**src/mii_pkg.sv**
```systemverilog
package mii_pkg;

    // --------------------
    // Line types
    // --------------------

    typedef logic [3:0] nibble_t;                // One MII data nibble

    typedef struct packed {
        nibble_t rxd;                            // Receive data nibble
        logic    rx_dv;                          // Receive data valid
        logic    rx_er;                          // Receive error or PLCA indication
    } mii_rx_t;                                  // Receive MII of one cycle

    typedef struct packed {
        nibble_t txd;                            // Transmit data nibble
        logic    tx_en;                          // Transmit enable
        logic    tx_er;                          // Transmit error or PLCA request
    } mii_tx_t;                                  // Transmit MII of one cycle

    // --------------------
    // PLCA line codes
    // --------------------

    // Both codes travel with TX_ER set and TX_EN clear, and arrive the same way on RX
    localparam nibble_t BEACON_CODE = 4'b0010;   // BEACON request or indication
    localparam nibble_t COMMIT_CODE = 4'b0011;   // COMMIT request or indication

endpackage
```
**src/plca_pkg.sv**
```systemverilog
package plca_pkg;

    import mii_pkg::*;

    // --------------------
    // Configuration
    // --------------------

    typedef logic [7:0] node_id_t;               // Transmit opportunity number

    typedef struct packed {
        logic     plca_en;                       // PLCA function enabled
        node_id_t local_id;                      // Own opportunity, zero makes the coordinator
        node_id_t node_count;                    // Opportunities per cycle, used by the coordinator
    } plca_cfg_t;                                // Management configuration

    // --------------------
    // MAC side
    // --------------------

    typedef struct packed {
        nibble_t data;                           // Frame nibble
        logic    last;                           // Set on the final nibble of a frame
    } mac_nibble_t;                              // One MAC transfer

    // --------------------
    // Protocol enums
    // --------------------

    typedef enum logic [1:0] {
        TX_NONE,                                 // Idle on the line
        TX_BEACON,                               // Send the BEACON code
        TX_COMMIT,                               // Send the COMMIT code
        TX_DATA                                  // Send the buffer head as data
    } tx_cmd_t;

    typedef enum logic [1:0] {
        RX_NONE,
        RX_BEACON,                               // BEACON indication seen on RX
        RX_COMMIT                                // COMMIT indication seen on RX
    } rx_cmd_t;

    typedef enum logic [2:0] {
        DISABLE,                                 // PLCA off or just out of reset
        SEND_BEACON,                             // Coordinator drives BEACON
        WAIT_BEACON,                             // Follower waits for a BEACON to end
        WAIT_TO,                                 // Idle opportunity, to_timer running
        RECEIVE,                                 // Another node owns the medium
        COMMIT,                                  // One cycle of COMMIT before own data
        TRANSMIT,                                // Own frame on the line
        NEXT_TO                                  // Last cycle of an opportunity
    } ctrl_state_t;

endpackage

```
**src/plca_rs.sv**
```systemverilog
`timescale 1ns/1ns

module plca_rs
    import mii_pkg::*;
    import plca_pkg::*;
#(
    parameter int BEACON_LEN = 4,
    parameter int TO_CYCLES  = 8,
    parameter int BUF_DEPTH  = 16
)
(
    input  logic        TX_CLK,
    input  logic        arst_n,
    input  plca_cfg_t   cfg,
    input  mac_nibble_t mac_in,
    input  logic        mac_valid,
    output logic        credit_return,
    input  mii_rx_t     mii_rx,
    output mii_tx_t     mii_tx
);

    // --------------------
    // Internal wiring
    // --------------------

    rx_cmd_t     rx_cmd;
    logic        receiving;
    logic        beacon_end;
    logic        frame_pending;
    mac_nibble_t head;                           // Oldest stored nibble
    logic        pop;
    tx_cmd_t     tx_cmd;

    plca_rx_decode u_rx_decode (
        .TX_CLK     (TX_CLK),
        .arst_n     (arst_n),
        .mii_rx     (mii_rx),
        .rx_cmd     (rx_cmd),
        .receiving  (receiving),
        .beacon_end (beacon_end)
    );

    plca_tx_buffer #(
        .BUF_DEPTH (BUF_DEPTH)
    ) u_tx_buffer (
        .TX_CLK        (TX_CLK),
        .arst_n        (arst_n),
        .mac_in        (mac_in),
        .mac_valid     (mac_valid),
        .pop           (pop),
        .head          (head),
        .frame_pending (frame_pending),
        .credit_return (credit_return)
    );

    plca_control #(
        .BEACON_LEN (BEACON_LEN),
        .TO_CYCLES  (TO_CYCLES)
    ) u_control (
        .TX_CLK        (TX_CLK),
        .arst_n        (arst_n),
        .cfg           (cfg),
        .rx_cmd        (rx_cmd),
        .receiving     (receiving),
        .beacon_end    (beacon_end),
        .frame_pending (frame_pending),
        .head          (head),
        .tx_cmd        (tx_cmd),
        .pop           (pop)
    );

    plca_tx_out u_tx_out (
        .TX_CLK (TX_CLK),
        .arst_n (arst_n),
        .tx_cmd (tx_cmd),
        .head   (head),
        .mii_tx (mii_tx)
    );

endmodule

```
**src/plca_tx_out.sv**
```systemverilog
`timescale 1ns/1ns

module plca_tx_out
    import mii_pkg::*;
    import plca_pkg::*;
(
    input  logic        TX_CLK,
    input  logic        arst_n,
    input  tx_cmd_t     tx_cmd,
    input  mac_nibble_t head,
    output mii_tx_t     mii_tx
);

    localparam mii_tx_t IDLE_WORD = '{txd: 4'h0, tx_en: 1'b0, tx_er: 1'b0};

    // Each command lands on the pins one cycle after it is issued
    always_ff @(posedge TX_CLK or negedge arst_n)
    begin
        if (!arst_n)
        begin
            mii_tx <= IDLE_WORD;
        end
        else
        begin
            case (tx_cmd)
                TX_BEACON: mii_tx <= '{txd: BEACON_CODE, tx_en: 1'b0, tx_er: 1'b1};
                TX_COMMIT: mii_tx <= '{txd: COMMIT_CODE, tx_en: 1'b0, tx_er: 1'b1};
                TX_DATA:   mii_tx <= '{txd: head.data, tx_en: 1'b1, tx_er: 1'b0};
                default:   mii_tx <= IDLE_WORD;
            endcase
        end
    end

    a_en_er_exclusive: assert property (@(posedge TX_CLK) disable iff (!arst_n)
        !(mii_tx.tx_en && mii_tx.tx_er))
        else $error("TX_EN and TX_ER high together");

    // Data on the line is always announced by a COMMIT in the cycle before
    a_commit_before_data: assert property (@(posedge TX_CLK) disable iff (!arst_n)
        $rose(mii_tx.tx_en) |-> $past(mii_tx.tx_er && (mii_tx.txd == COMMIT_CODE)))
        else $error("Frame started without a COMMIT");

endmodule

```
**src/plca_control.sv**
```systemverilog
`timescale 1ns/1ns

module plca_control
    import plca_pkg::*;
#(
    parameter int BEACON_LEN = 4,
    parameter int TO_CYCLES  = 8
)
(
    input  logic        TX_CLK,
    input  logic        arst_n,
    input  plca_cfg_t   cfg,
    input  rx_cmd_t     rx_cmd,
    input  logic        receiving,
    input  logic        beacon_end,
    input  logic        frame_pending,
    input  mac_nibble_t head,
    output tx_cmd_t     tx_cmd,
    output logic        pop
);

    localparam int CNT_MAX = (BEACON_LEN > TO_CYCLES) ? BEACON_LEN : TO_CYCLES;
    localparam int CNT_W   = $clog2(CNT_MAX + 1);

    typedef logic [CNT_W-1:0] cnt_t;             // Shared BEACON timer and to_timer

    localparam cnt_t BEACON_LAST = cnt_t'(BEACON_LEN - 1);
    localparam cnt_t TO_LAST     = cnt_t'(TO_CYCLES - 2);  // NEXT_TO supplies the final cycle

    ctrl_state_t state;
    cnt_t        cnt;
    node_id_t    cur_id;                         // Opportunity now running
    node_id_t    next_id;
    logic        follower;
    logic        own_turn;
    logic        quiet_state;                    // States a received BEACON may interrupt

    assign next_id     = cur_id + 1'b1;
    assign follower    = (cfg.local_id != '0);
    assign own_turn    = (cur_id == cfg.local_id) && frame_pending;
    assign quiet_state = (state != COMMIT) && (state != TRANSMIT);

    always_ff @(posedge TX_CLK or negedge arst_n)
    begin
        if (!arst_n)
        begin
            state  <= DISABLE;
            cnt    <= '0;
            cur_id <= '0;
        end
        else if (!cfg.plca_en)
        begin
            state <= DISABLE;
        end
        else if (follower && quiet_state && (rx_cmd == RX_BEACON))
        begin
            state <= WAIT_BEACON;                // Coordinator is restarting the cycle
        end
        else if (follower && quiet_state && beacon_end)
        begin
            state  <= WAIT_TO;                   // Opportunity 0 starts after the BEACON
            cnt    <= '0;
            cur_id <= '0;
        end
        else
        begin
            case (state)
                DISABLE:
                begin
                    cnt    <= '0;
                    cur_id <= '0;
                    state  <= follower ? WAIT_BEACON : SEND_BEACON;
                end
                SEND_BEACON:
                begin
                    if (cnt == BEACON_LAST)
                    begin
                        state  <= WAIT_TO;
                        cnt    <= '0;
                        cur_id <= '0;
                    end
                    else
                    begin
                        cnt <= cnt + 1'b1;
                    end
                end
                WAIT_BEACON:
                    state <= WAIT_BEACON;        // Left only through a BEACON end
                WAIT_TO:
                begin
                    if (receiving)
                        state <= RECEIVE;        // to_timer holds while another node talks
                    else if (own_turn)
                        state <= COMMIT;
                    else if (cnt == TO_LAST)
                        state <= NEXT_TO;
                    else
                        cnt <= cnt + 1'b1;
                end
                RECEIVE:
                    if (!receiving)
                        state <= NEXT_TO;
                COMMIT:
                    state <= TRANSMIT;
                TRANSMIT:
                    if (head.last)
                        state <= NEXT_TO;        // Exactly one frame per opportunity
                NEXT_TO:
                begin
                    cnt <= '0;
                    if (next_id >= cfg.node_count)
                    begin
                        cur_id <= '0;
                        state  <= follower ? WAIT_BEACON : SEND_BEACON;
                    end
                    else
                    begin
                        cur_id <= next_id;
                        state  <= WAIT_TO;
                    end
                end
                default:
                    state <= DISABLE;
            endcase
        end
    end

    // The command is a pure decode of the state register
    always_comb
    begin
        case (state)
            SEND_BEACON: tx_cmd = TX_BEACON;
            COMMIT:      tx_cmd = TX_COMMIT;
            TRANSMIT:    tx_cmd = TX_DATA;
            default:     tx_cmd = TX_NONE;
        endcase
    end

    assign pop = (state == TRANSMIT);            // One nibble per data cycle

    // Popping needs a whole frame in the buffer until its last nibble leaves
    a_pop_in_transmit: assert property (@(posedge TX_CLK) disable iff (!arst_n)
        pop |-> frame_pending)
        else $error("Pop without a pending frame");

endmodule

```
**src/plca_tx_buffer.sv**
```systemverilog
`timescale 1ns/1ns

module plca_tx_buffer
    import plca_pkg::*;
#(
    parameter int BUF_DEPTH = 16
)
(
    input  logic        TX_CLK,
    input  logic        arst_n,
    input  mac_nibble_t mac_in,
    input  logic        mac_valid,
    input  logic        pop,
    output mac_nibble_t head,
    output logic        frame_pending,
    output logic        credit_return
);

    localparam int AW = (BUF_DEPTH > 1) ? $clog2(BUF_DEPTH) : 1;
    localparam int CW = $clog2(BUF_DEPTH + 1);

    typedef logic [AW-1:0] ptr_t;                // Slot index
    typedef logic [CW-1:0] cnt_t;                // Nibble or frame count

    localparam ptr_t LAST_SLOT = ptr_t'(BUF_DEPTH - 1);

    mac_nibble_t mem [BUF_DEPTH];                // Nibble store
    ptr_t        wr_ptr;
    ptr_t        rd_ptr;
    cnt_t        fill;                           // Nibbles held
    cnt_t        frames;                         // Complete frames held
    logic        push_last;
    logic        pop_last;

    function automatic ptr_t ptr_inc(ptr_t p);
        return (p == LAST_SLOT) ? ptr_t'(0) : p + 1'b1;   // Wraps for any depth
    endfunction

    assign push_last = mac_valid && mac_in.last; // A frame completes in the store
    assign pop_last  = pop && head.last;         // A frame leaves the store

    always_ff @(posedge TX_CLK)
    begin
        if (mac_valid)
        begin
            mem[wr_ptr] <= mac_in;
        end
    end

    always_ff @(posedge TX_CLK or negedge arst_n)
    begin
        if (!arst_n)
        begin
            wr_ptr        <= '0;
            rd_ptr        <= '0;
            fill          <= '0;
            frames        <= '0;
            credit_return <= 1'b0;
        end
        else
        begin
            if (mac_valid)
                wr_ptr <= ptr_inc(wr_ptr);
            if (pop)
                rd_ptr <= ptr_inc(rd_ptr);
            case ({mac_valid, pop})
                2'b10:   fill <= fill + 1'b1;
                2'b01:   fill <= fill - 1'b1;
                default: fill <= fill;          // Both or neither leave the level alone
            endcase
            case ({push_last, pop_last})
                2'b10:   frames <= frames + 1'b1;
                2'b01:   frames <= frames - 1'b1;
                default: frames <= frames;
            endcase
            credit_return <= pop;                // One credit back per nibble sent
        end
    end

    assign head          = mem[rd_ptr];
    assign frame_pending = (frames != '0);

    // The MAC spends a credit per push, so a push into a full store breaks the credit rule
    a_no_overflow: assert property (@(posedge TX_CLK) disable iff (!arst_n)
        mac_valid |-> (fill != cnt_t'(BUF_DEPTH)))
        else $error("MAC pushed a nibble without a credit");

    a_no_underflow: assert property (@(posedge TX_CLK) disable iff (!arst_n)
        pop |-> (fill != '0))
        else $error("Control popped an empty buffer");

endmodule

```
**src/plca_rx_decode.sv**
```systemverilog
`timescale 1ns/1ns

module plca_rx_decode
    import mii_pkg::*;
    import plca_pkg::*;
(
    input  logic    TX_CLK,
    input  logic    arst_n,
    input  mii_rx_t mii_rx,
    output rx_cmd_t rx_cmd,
    output logic    receiving,
    output logic    beacon_end
);

    mii_rx_t rx_q;                               // Receive pins one cycle late
    logic    beacon_q;                           // Previous cycle decoded a BEACON

    always_ff @(posedge TX_CLK or negedge arst_n)
    begin
        if (!arst_n)
        begin
            rx_q     <= '0;                      // Quiet line
            beacon_q <= 1'b0;
        end
        else
        begin
            rx_q     <= mii_rx;
            beacon_q <= (rx_cmd == RX_BEACON);
        end
    end

    // PLCA indications carry RX_ER with RX_DV clear, everything else decodes as none
    always_comb
    begin
        case ({rx_q.rx_dv, rx_q.rx_er, rx_q.rxd})
            {1'b0, 1'b1, BEACON_CODE}: rx_cmd = RX_BEACON;
            {1'b0, 1'b1, COMMIT_CODE}: rx_cmd = RX_COMMIT;
            default:                   rx_cmd = RX_NONE;
        endcase
    end

    assign receiving  = rx_q.rx_dv || (rx_cmd == RX_COMMIT);   // Medium held by another node
    assign beacon_end = beacon_q && (rx_cmd != RX_BEACON);     // First cycle after a BEACON

    // A sender always puts a COMMIT between a BEACON and its data
    a_no_data_after_beacon: assert property (@(posedge TX_CLK) disable iff (!arst_n)
        (rx_cmd == RX_BEACON) |-> !mii_rx.rx_dv)
        else $error("RX_DV follows a BEACON indication directly");

endmodule

```
**config.mk**
```make
export PLATFORM = sky130hd
export DESIGN_NAME = plca_rs
export DESIGN_NICKNAME = d
export VERILOG_FILES = /design/src/mii_pkg.sv /design/src/plca_pkg.sv /design/src/plca_rs.sv /design/src/plca_tx_out.sv /design/src/plca_control.sv /design/src/plca_tx_buffer.sv /design/src/plca_rx_decode.sv
export SDC_FILE = /design/constraint.sdc
export NUM_CORES = 1
export LEC_CHECK = 0
export BUFFER_PORTS_ARGS = -buffer_cell sky130_fd_sc_hd__buf_2
export CORE_UTILIZATION = 35
export DETAILED_ROUTE_END_ITERATION = 7
export PLACE_DENSITY_LB_ADDON = 0.1
export SETUP_SLACK_MARGIN = 0.15
export SYNTH_ARGS = -nofsm -noshare
export SYNTH_HDL_FRONTEND = slang
export SYNTH_SLANG_ARGS = --single-unit
export TNS_END_PERCENT = 50
```
**constraint.sdc**
```tcl
create_clock -name TX_CLK -period 6.6 [get_ports TX_CLK]
set_input_delay 0.33 -clock TX_CLK [delete_from_list [all_inputs] [get_ports TX_CLK]]
set_output_delay 0.33 -clock TX_CLK [all_outputs]
set_load 0.1 [all_outputs]
```
After elaboration in Yosys (flattened, before gate mapping) --
Memories as Yosys holds them, arrays and structs flattened. Cells that the tools add are included.
Storage, ports and cells: memories kept 1, word-level logic and storage cells 104, memory bits (writable) 80, register bits after elaboration 42, output and inout bits 7, bits of input ports 31
Operators by class: $lt $le $gt $ge 1, reduce and logical (&&, ||, !) cells 19, bitwise gates (word level) 1, equality and inequality tests 32, $add $sub $neg 6, muxes and demuxes 30
Memories:
- u_tx_buffer.mem | depth 16, width 5, read ports 1, clocked after Yosys merged registers in 0, wr ports 1, line plca_tx_buffer.sv:27 | mac_nibble_t mem [BUF_DEPTH];
Operator list (number):
- $mux W3 | 10
- $mux W4 | 7
- $mux W8 | 3
- $pmux W3 S8 | 1
- $pmux W8 S3 | 1
- $pmux W6 S3 | 1
- $add A4 B1 Y4 const B | 3
- $eq A3 B3 Y1 const B | 4
- $eq A6 B5 Y1 const B | 2
- $ne A3 B3 Y1 const B | 4
- $pmux W4 S3 | 1
- $pmux W5 S2 | 1
- $add A8 B1 Y8 const B | 1
- $eq A2 B2 Y1 const B | 4
- $eq A4 B4 Y1 const B | 2
- $eq A8 B8 Y1 | 1
- $ge A8 B8 Y1 | 1
- $logic_and A1 B1 Y1 | 8
- $reduce_and A4 Y1 | 2
- $reduce_bool A4 Y1 | 2
- $reduce_bool A8 Y1 | 1
- $ne A7 B2 Y1 const B | 1
- $eq A2 B1 Y1 const B | 3
- $eq A3 B2 Y1 const B | 2
- 22 further kinds | 23

Logic depth before layout (Yosys ltp) --
Gate-level depths: netlist of run 1.
word-level depth 9, mapped depth 14, gate-level depth less buffers 13

Hierarchy --
Synthesis of run 1 repeated with hierarchy kept, for this count alone.
Unflattened totals: cell total of the unflattened synthesis 423, area, all modules 5845.6 µm²
Modules (own cells, without submodules):
- plca_tx_buffer | area an instance 3932.5 µm², cells an instance 227, seq. area each 2752.6 µm², times used 1
- plca_control | area an instance 1423.9 µm², cells an instance 162, seq. area each 375.4 µm², times used 1
- plca_tx_out | area an instance 245.2 µm², cells an instance 19, seq. area each 150.1 µm², times used 1
- plca_rx_decode | area an instance 244.0 µm², cells an instance 15, seq. area each 175.2 µm², times used 1

Worst setup path after synthesis of run 1 --
Ideal clock, no wire load.
path type register to register, from register u_tx_buffer.rd_ptr[1], to register u_tx_buffer.frames[4], arrival 2814 ps, setup slack 3661 ps, path buffers 1, stages on the path, launching flop included 12, library setup time 125 ps, clock period less this slack 2939 ps, cell sequence dfrtp_1 > buf_6 > mux4_1 > mux4_2 > and2_1 > ha_1 > ha_1 > a21o_1 > a21oi_1 > xnor2_1 > nor2_1 > xor2_1
Between the ends: word-level cells in the longest chain between the ends 4
Ends and longest elaborated chain:
- start: declaration | line plca_tx_buffer.sv:29 | ptr_t rd_ptr;
- start signal: assignment | line plca_tx_buffer.sv:65 | rd_ptr <= ptr_inc(rd_ptr);
- $mem_v2 Z16 W5 (*)
- $logic_and A1 B1 Y1 (*) | line plca_tx_buffer.sv:40 | assign pop_last = pop && head.last;
- $eq A2 B1 Y1 or $eq A2 B2 Y1 (tied branches) | line plca_tx_buffer.sv:71 | case ({push_last, pop_last})
- $pmux W5 S2 or $reduce_bool A2 Y1 (tied branches)
- end signal: assignment | line plca_tx_buffer.sv:72 | 2'b10: frames <= frames + 1'b1;
- end signal: assignment | line plca_tx_buffer.sv:73 | 2'b01: frames <= frames - 1'b1;
- end signal: assignment | line plca_tx_buffer.sv:74 | default: frames <= frames;
- end: declaration | line plca_tx_buffer.sv:31 | cnt_t frames;
Mark *: on every way between the ends. The rest lies on a longest branch, timed or not. A chain may end at the register's enable or synchronous reset.

Worst setup path in the final report of run 1 --
Ends and elaborated chain as after synthesis.

==> out/qor.txt, run 1 <==
RUN STATUS
--------------------------------------------------------------------------------------------------------
Outcome ................................................................................... finished clean

GLOBAL ROUTING
--------------------------------------------------------------------------------------------------------
Global-route wire length before repair ....................................................     18200 um
Busiest layer in global routing ...........................................................         met2
Number of global-route vias before repair .................................................         3213
Met2 GRT Util .............................................................................        0.242
Antenna violations before repair ..........................................................            0
Maximum number of pins on one net before global-route repair ..............................           42
GR met1 Demand/Resource ...................................................................        0.201
Met3 GRT Util .............................................................................       0.0503
Tot GR Track Use ..........................................................................        0.154
Remaining global-route overflow ...........................................................            0

STA
--------------------------------------------------------------------------------------------------------
Post-Route Skew ...........................................................................      7.00 ps
Max transition margin .....................................................................        0.245
Clock period minus worst slack ............................................................      3330 ps
Share of the clock period used by the worst path ..........................................        0.504
Unrepaired setup endpoints after global routing ...........................................        false
Setup TNS .................................................................................         0 ps
Slew Viols, Final .........................................................................            0
Highest clock rate ........................................................................    0.300 GHz
Slew at the pin with the worst max-slew slack .............................................      1120 ps
Final-report hold violation count .........................................................            0
Number of setup violations in the final report ............................................            0

ROUTE
--------------------------------------------------------------------------------------------------------
Total number of vias ......................................................................         3341
Final ANT Viol Nets .......................................................................            0
Average vias per placed instance ..........................................................         4.99
First DRT Iteration DRCs ..................................................................          317
Detailed-route wire length per cell .......................................................      17.1 um
TritonRoute pass-1 iters ..................................................................            5
DRC violations left .......................................................................            0
Routed Wire Length ........................................................................     11500 um

CRITICAL PATH
--------------------------------------------------------------------------------------------------------
Worst Path Required .......................................................................      6890 ps
Delay of the slowest cell on the worst path ...............................................       600 ps
CP Max Fanout .............................................................................           24
Slowest stage cell on the critical path ...................................................       mux4_1
Endpoint kind of the worst setup timing path ..............................................    flip-flop
Data arrival time of the worst path .......................................................      3620 ps
Sequence of cells on the critical path .................................................... buf_4 > mux4_1 > mux4_2 > and2_1 > ha_1 > inv_1 > fa_1 > inv_1 > a21o_1 > a21oi_1 > xnor2_1 > nor2_1 > xor2_1
Crit path buf inv count ...................................................................            3
Library cell appearing most often on the critical path ....................................        inv_1
Crit Path Category ........................................................................ flip-flop to flip-flop
Kind of start point of the critical path ..................................................    flip-flop
Family with the most delay on the worst path .............................................. multiplexers

CLOCKING
--------------------------------------------------------------------------------------------------------
Clock tree root buffer cell ...............................................................    clkbuf_16
H-tree Lvls ...............................................................................            4
TritonCTS clock tree ......................................................................        built
Post-CTS clock slew at the launch and capture registers of the worst setup and hold paths .        50 ps
Number of clock sinks .....................................................................          121
Number of buffers added by the clock tree synthesis step ..................................           17
Post-cts resize count .....................................................................            0
Number of buffers inserted to repair setup after CTS ......................................            0
Maximum clock path buffer count ...........................................................            2
Skew-Pair Late Insertion Delay ............................................................       420 ps

PWR
--------------------------------------------------------------------------------------------------------
Worst VDD drop ............................................................................     0.241 mV
P per Cell Area ...........................................................................   375 nW/um2
Leakage dissipation .......................................................................      2.55 nW

PLACED DESIGN
--------------------------------------------------------------------------------------------------------
Dpl cells .................................................................................          634
Routability Congestion ....................................................................        0.799
Sum of net half-perimeters after detailed placement .......................................      8010 um
Count of input and output buffers .........................................................           37

FLOORPLANNING
--------------------------------------------------------------------------------------------------------
Num ports .................................................................................           38
Die Footprint .............................................................................    16500 um2
Core outline area .........................................................................    15400 um2
Initial Util ..............................................................................        0.364
Die outline width .........................................................................       128 um
Die extent in y ...........................................................................       128 um
Row count .................................................................................           45

YOSYS
--------------------------------------------------------------------------------------------------------
Commonest register cell after synthesis ...................................................     edfxtp_1
Post-synth design cell area ...............................................................     5590 um2
Avg Inst Size Synth .......................................................................     14.0 um2
Sequential cell area fraction in the yosys report .........................................        0.613
Number of standard cells after synthesis ..................................................          399
Distinct cell type count of the synthesized netlist .......................................           54
Count of synthesis-stage warnings from yosys ..............................................            0
Syn Nets ..................................................................................          453
Number of register bits inferred by synthesis .............................................          121
EDFF count, synth .........................................................................           80
Async set or reset register ratio after synthesis .........................................        0.339

FINISH
--------------------------------------------------------------------------------------------------------
# diodes ..................................................................................            0
Most frequent standard cell in the layout excluding fill and tap cells ....................     edfxtp_1
Post-route non-filler standard cell count .................................................          670
Synthesis-to-layout area growth ...........................................................        18.5%
Final #Nets ...............................................................................          500
Combined area of the multi-input logic cells ..............................................     2000 um2
Commonest cells after routing, fill and taps aside ........................................ 80 x edfxtp_1, 41 x dfrtp_1, 37 x buf_2, 28 x nand2_1
Share of cells above drive strength 1 .....................................................        0.205
Number of filler cells placed in the layout ...............................................         1402
Area taken by flip-flops and latches ......................................................     3430 um2

MIN PATH
--------------------------------------------------------------------------------------------------------
Hold WC Path Type ......................................................................... primary input to flip-flop

FLOW RUN
--------------------------------------------------------------------------------------------------------
Number of maximum-capacitance violations ..................................................            0

[cells by family after synthesis]
kind of cell	after synthesis	synth area share
flops	121	0.613
simple gates	96	0.0848
compound gates	71	0.0831
buf+inv	40	0.0293
mux	25	0.101
xor+xnor	23	0.0360
fa+ha+maj	23	0.0528
[metrics by stage]
| stage | area [um2] | util | setup slack, ps | total power [mW] | hold WS (ps) |
|---|---|---|---|---|---|
| finish | 6620 | 0.431 | 3270 | 2.48 | 24.3 |
| floorplan | 5590 | - | 3660 | 1.41 | 34.4 |
| detailed placement | 5980 | 0.389 | 3290 | 1.56 | 439 |
| global placement | 5980 | 0.389 | 3350 | 1.56 | 441 |
| global route | 6620 | 0.431 | 3130 | 2.61 | 2.56 |
| CTS | 6590 | 0.429 | 3260 | 2.51 | 0.364 |
[cell type report]
class | count | area share
Clock buffer | 18 | 0.0648
Clock inverter | 14 | 0.0257
Inverter | 25 | 0.0142
Multi-Input combinational cell | 238 | 0.302
Sequential cell | 121 | 0.518
Tap cell | 211 | 0.0399
Timing Repair Buffer | 43 | 0.0363
[power by group]
part,leakage (nW),internal (mW),switching (mW),total [mW]
Sequential,1.26,0.911,0.0771,0.989
Combinational,1.02,0.235,0.321,0.556
Clock,0.275,0.594,0.343,0.937
Total,2.55,1.74,0.741,2.48
[worst register-to-register path: stages (launching register included)]
cell and delay [ps]:
dfrtp_1 320, buf_4 310, mux4_1 610, mux4_2 490
and2_1 180, ha_1 250, inv_1 120, fa_1 220
inv_1 60, a21o_1 150, a21oi_1 170, xnor2_1 130
nor2_1 60, xor2_1 150
[what timing repair did]
item / 4_1_cts / 5_1_grt
hold buffers: 1 / 3
endpoints found under the hold margin: 1 / 3
endpoints found under the setup margin: 0 / 0
[worst paths after layout]
check,start,to,slack (ps),cells after the start
setup / recovery,u_tx_buffer.rd_ptr[1],u_tx_buffer.frames[4],3270,13
hold / removal,mii_rx[4],u_rx_decode.rx_q[4],20,1
setup reg to reg,u_tx_buffer.rd_ptr[1],u_tx_buffer.frames[4],3270,13
hold reg to reg,u_tx_buffer.frames[4],u_tx_buffer.frames[4],470,1
max in group asynchronous,arst_n,u_rx_decode.beacon_q,5960,1
min in group asynchronous,arst_n,u_control.cur_id[0],50,1
[synth_stat cells (all sizes together) (2+ instances only)]
cell type / number / area (um2)
or3: 4 / 25.0
a21o: 4 / 30.0
a211oi: 2 / 15.0
mux4: 24 / 552
a21oi: 16 / 80.1
ha: 22 / 275
nor3b: 2 / 15.0
nor2b: 3 / 18.8
nand2b: 4 / 25.0
or2: 2 / 12.5
clkbuf: 9 / 33.8
nand4: 3 / 18.8
dfrtp: 41 / 1030
a22o: 7 / 61.3
nor2: 20 / 75.1
and3: 4 / 25.0
and2: 3 / 18.8
o31ai: 2 / 20.0
o311ai: 2 / 17.5
buf: 6 / 36.3
o32a: 2 / 21.3
o2111ai: 2 / 17.5
o21ai: 23 / 115
nor4: 5 / 31.3
nand3: 8 / 40.0
xnor2: 16 / 140
nand2: 28 / 105
a2bb2oi: 2 / 17.5
a31oi: 3 / 18.8
xor2: 7 / 61.3
inv: 25 / 93.8
nor3: 6 / 30.0
edfxtp: 80 / 2400
[sequential cells by signal (all words and copies together), names as in the netlist]
register                   flops
u_control.cnt                  4
u_control.cur_id               8
u_control.state                3
u_rx_decode.beacon_q           1
u_rx_decode.rx_q               6
u_tx_buffer.credit_return      1
u_tx_buffer.frames             5
u_tx_buffer.mem               80
u_tx_buffer.rd_ptr             4
u_tx_buffer.wr_ptr             4
u_tx_out.mii_tx                5
[metal layers]
layer	up-vias	wire length [um]
li1	1606	-
met1	1643	5320
met2	81	5530
met3	11	490
met4	0	134
met5	-	0
(Power assumes the default switching activity.)
==> inputs of run 2 (changes only) <==
==> constraint.sdc (replaced) <==
create_clock -name TX_CLK -period 3.39 [get_ports TX_CLK]
set_input_delay 0.1695 -clock TX_CLK [delete_from_list [all_inputs] [get_ports TX_CLK]]
set_output_delay 0.1695 -clock TX_CLK [all_outputs]
set_load 0.1 [all_outputs]
==> out/qor.txt, run 2 (same netlist as run 1, synthesis figures left out) <==
RUN STATUS
--------------------------------------------------------------------------------------------------------
Outcome ................................................................................... finished clean

PWR
--------------------------------------------------------------------------------------------------------
Power after layout ........................................................................      4.67 mW
Leakage dissipation .......................................................................      2.60 nW
Worst VDD drop ............................................................................     0.448 mV
P per Cell Area ...........................................................................   699 nW/um2

GLOBAL ROUTING
--------------------------------------------------------------------------------------------------------
Global-route wire length before repair ....................................................     18800 um
Antenna violations before repair ..........................................................            0
Number of global-route vias before repair .................................................         3420
Tot GR Track Use ..........................................................................        0.158
Busiest layer in global routing ...........................................................         met2
GR met1 Demand/Resource ...................................................................        0.201
Met2 GRT Util .............................................................................        0.256
Maximum number of pins on one net before global-route repair ..............................           42
Met3 GRT Util .............................................................................       0.0412
Remaining global-route overflow ...........................................................            0

FINISH
--------------------------------------------------------------------------------------------------------
Combined area of the multi-input logic cells ..............................................     2000 um2
Flip-flop count of the largest register after layout ......................................           80
# diodes ..................................................................................            0
Commonest cells after routing, fill and taps aside ........................................ 80 x edfxtp_1, 41 x dfrtp_1, 37 x buf_2, 28 x nand2_1
Area taken by flip-flops and latches ......................................................     3430 um2
Final #Nets ...............................................................................          512
Most frequent standard cell in the layout excluding fill and tap cells ....................     edfxtp_1
Layout Utilization ........................................................................        0.434
Post-route non-filler standard cell count .................................................          682
Largest regs .............................................................................. u_tx_buffer.mem: 80 flops, u_control.cur_id: 8 flops, u_rx_decode.rx_q: 6 flops
Post-route cell area ......................................................................     6670 um2
Number of filler cells placed in the layout ...............................................         1405
Synthesis-to-layout area growth ...........................................................        19.4%
Reg with most FFs ......................................................................... u_tx_buffer.mem
Share of cells above drive strength 1 .....................................................        0.225

STA
--------------------------------------------------------------------------------------------------------
Setup TNS .................................................................................         0 ps
Post-Route Skew ...........................................................................      7.40 ps
Final hold slack ..........................................................................       100 ps
Final worst slack .........................................................................       273 ps
Number of setup violations in the final report ............................................            0
Highest clock rate ........................................................................    0.321 GHz
Slew at the pin with the worst max-slew slack .............................................       995 ps
Clock period minus worst slack ............................................................      3120 ps
Slew Viols, Final .........................................................................            0
Unrepaired setup endpoints after global routing ...........................................         true
Max transition margin .....................................................................        0.337
Share of the clock period used by the worst path ..........................................        0.919
Final-report hold violation count .........................................................            0

CRITICAL PATH
--------------------------------------------------------------------------------------------------------
Data arrival time of the worst path .......................................................      3420 ps
Worst Path Required .......................................................................      3690 ps
Endpoint kind of the worst setup timing path ..............................................    flip-flop
CP Max Fanout .............................................................................            5
Kind of start point of the critical path ..................................................    flip-flop
Crit Path Category ........................................................................ flip-flop to flip-flop

FLOORPLANNING
--------------------------------------------------------------------------------------------------------
Die outline width .........................................................................       128 um
Initial Util ..............................................................................        0.364
Die Footprint .............................................................................    16500 um2
Num ports .................................................................................           38
Core outline area .........................................................................    15400 um2
Row count .................................................................................           45
Die extent in y ...........................................................................       128 um

PLACED DESIGN
--------------------------------------------------------------------------------------------------------
Dpl cells .................................................................................          642
Routability Congestion ....................................................................        0.786
Count of input and output buffers .........................................................           37
Sum of net half-perimeters after detailed placement .......................................      8200 um
Worst Setup Slack post-DPL ................................................................       268 ps
Placement-stage cell area .................................................................     6040 um2

ROUTE
--------------------------------------------------------------------------------------------------------
Final ANT Viol Nets .......................................................................            0
DRC violations left .......................................................................            0
TritonRoute pass-1 iters ..................................................................            4
Detailed-route wire length per cell .......................................................      17.2 um
First DRT Iteration DRCs ..................................................................          192
Routed Wire Length ........................................................................     11700 um
Total number of vias ......................................................................         3401
Average vias per placed instance ..........................................................         4.99

CLOCKING
--------------------------------------------------------------------------------------------------------
Number of buffers added by the clock tree synthesis step ..................................           17
H-tree Lvls ...............................................................................            4
Clock tree root buffer cell ...............................................................    clkbuf_16
Post-CTS clock slew at the launch and capture registers of the worst setup and hold paths .        60 ps
Skew-Pair Late Insertion Delay ............................................................       420 ps
TritonCTS clock tree ......................................................................        built
Number of clock sinks .....................................................................          121
Maximum clock path buffer count ...........................................................            2

FLOW RUN
--------------------------------------------------------------------------------------------------------
Number of maximum-capacitance violations ..................................................            0

MIN PATH
--------------------------------------------------------------------------------------------------------
Hold WC Path Type ......................................................................... primary input to flip-flop

[run 2: cell count changes in the layout (fill, tap and decap cells not counted), sizes merged, moves of 2 or more]
cell         before  now
buf              39   47
bufinv            3    0
clkinv            3    5
dlygate4sd3       4    8
inv              28   31
[run 2: worst max-delay path: stages, from the launching register on]
cell	delay, ps
dfrtp_1	460
mux4_1	580
mux4_2	490
and2_1	180
ha_1	250
ha_1	340
a21o_1	190
a21oi_1	180
xnor2_1	130
nor2_1	60
xor2_1	140
[run 2: metal layers]
| layer | vias to the layer above | share of wire | routed length (um) |
|---|---|---|---|
| met5 | - | 0 | 0 |
| met2 | 60 | 0.49 | 5750 |
| li1 | 1627 | - | - |
| met1 | 1703 | 0.46 | 5400 |
| met4 | 0 | 0.014 | 165 |
| met3 | 11 | 0.034 | 394 |
[run 2: layout make-up]
| class | count | share of cell area |
|---|---|---|
| clock buffer | 17 | 0.0638 |
| clock inverter | 15 | 0.0180 |
| inverter | 25 | 0.0141 |
| multi-input combinational | 238 | 0.300 |
| sequential | 121 | 0.514 |
| tap | 211 | 0.0396 |
| timing repair buffer | 55 | 0.0510 |
[run 2: timing repair]
| action | CTS | global route |
|---|---|---|
| endpoints found under the hold margin | 48 | 0 |
| resized for setup | 0 | 1 |
| setup buffers | 0 | 0 |
| setup endpoints to repair | 0 | 6 |
| hold buffers | 8 | 0 |
[run 2: power breakdown]
group / switching [mW] / total [mW] / internal [mW] / leakage [nW]
clock: 0.703 / 1.65 / 0.947 / 0.260
sequential: 0.149 / 1.92 / 1.77 / 1.26
combinational: 0.620 / 1.09 / 0.473 / 1.08
total: 1.47 / 4.67 / 3.19 / 2.60
[run 2: worst paths after layout]
| kind | cells past startpoint | from | slack, ps | end |
|---|---|---|---|---|
| setup reg to reg | 10 | u_tx_buffer.rd_ptr[1] | 270 | u_tx_buffer.frames[4] |
| min in group asynchronous | 2 | arst_n | 450 | u_control.cur_id[3] |
| hold / removal | 3 | mac_valid | 100 | u_tx_buffer.wr_ptr[1] |
| setup / recovery | 10 | u_tx_buffer.rd_ptr[1] | 270 | u_tx_buffer.frames[4] |
| hold reg to reg | 1 | u_tx_buffer.frames[4] | 470 | u_tx_buffer.frames[4] |
| max in group asynchronous | 2 | arst_n | 2310 | u_tx_out.mii_tx[5] |
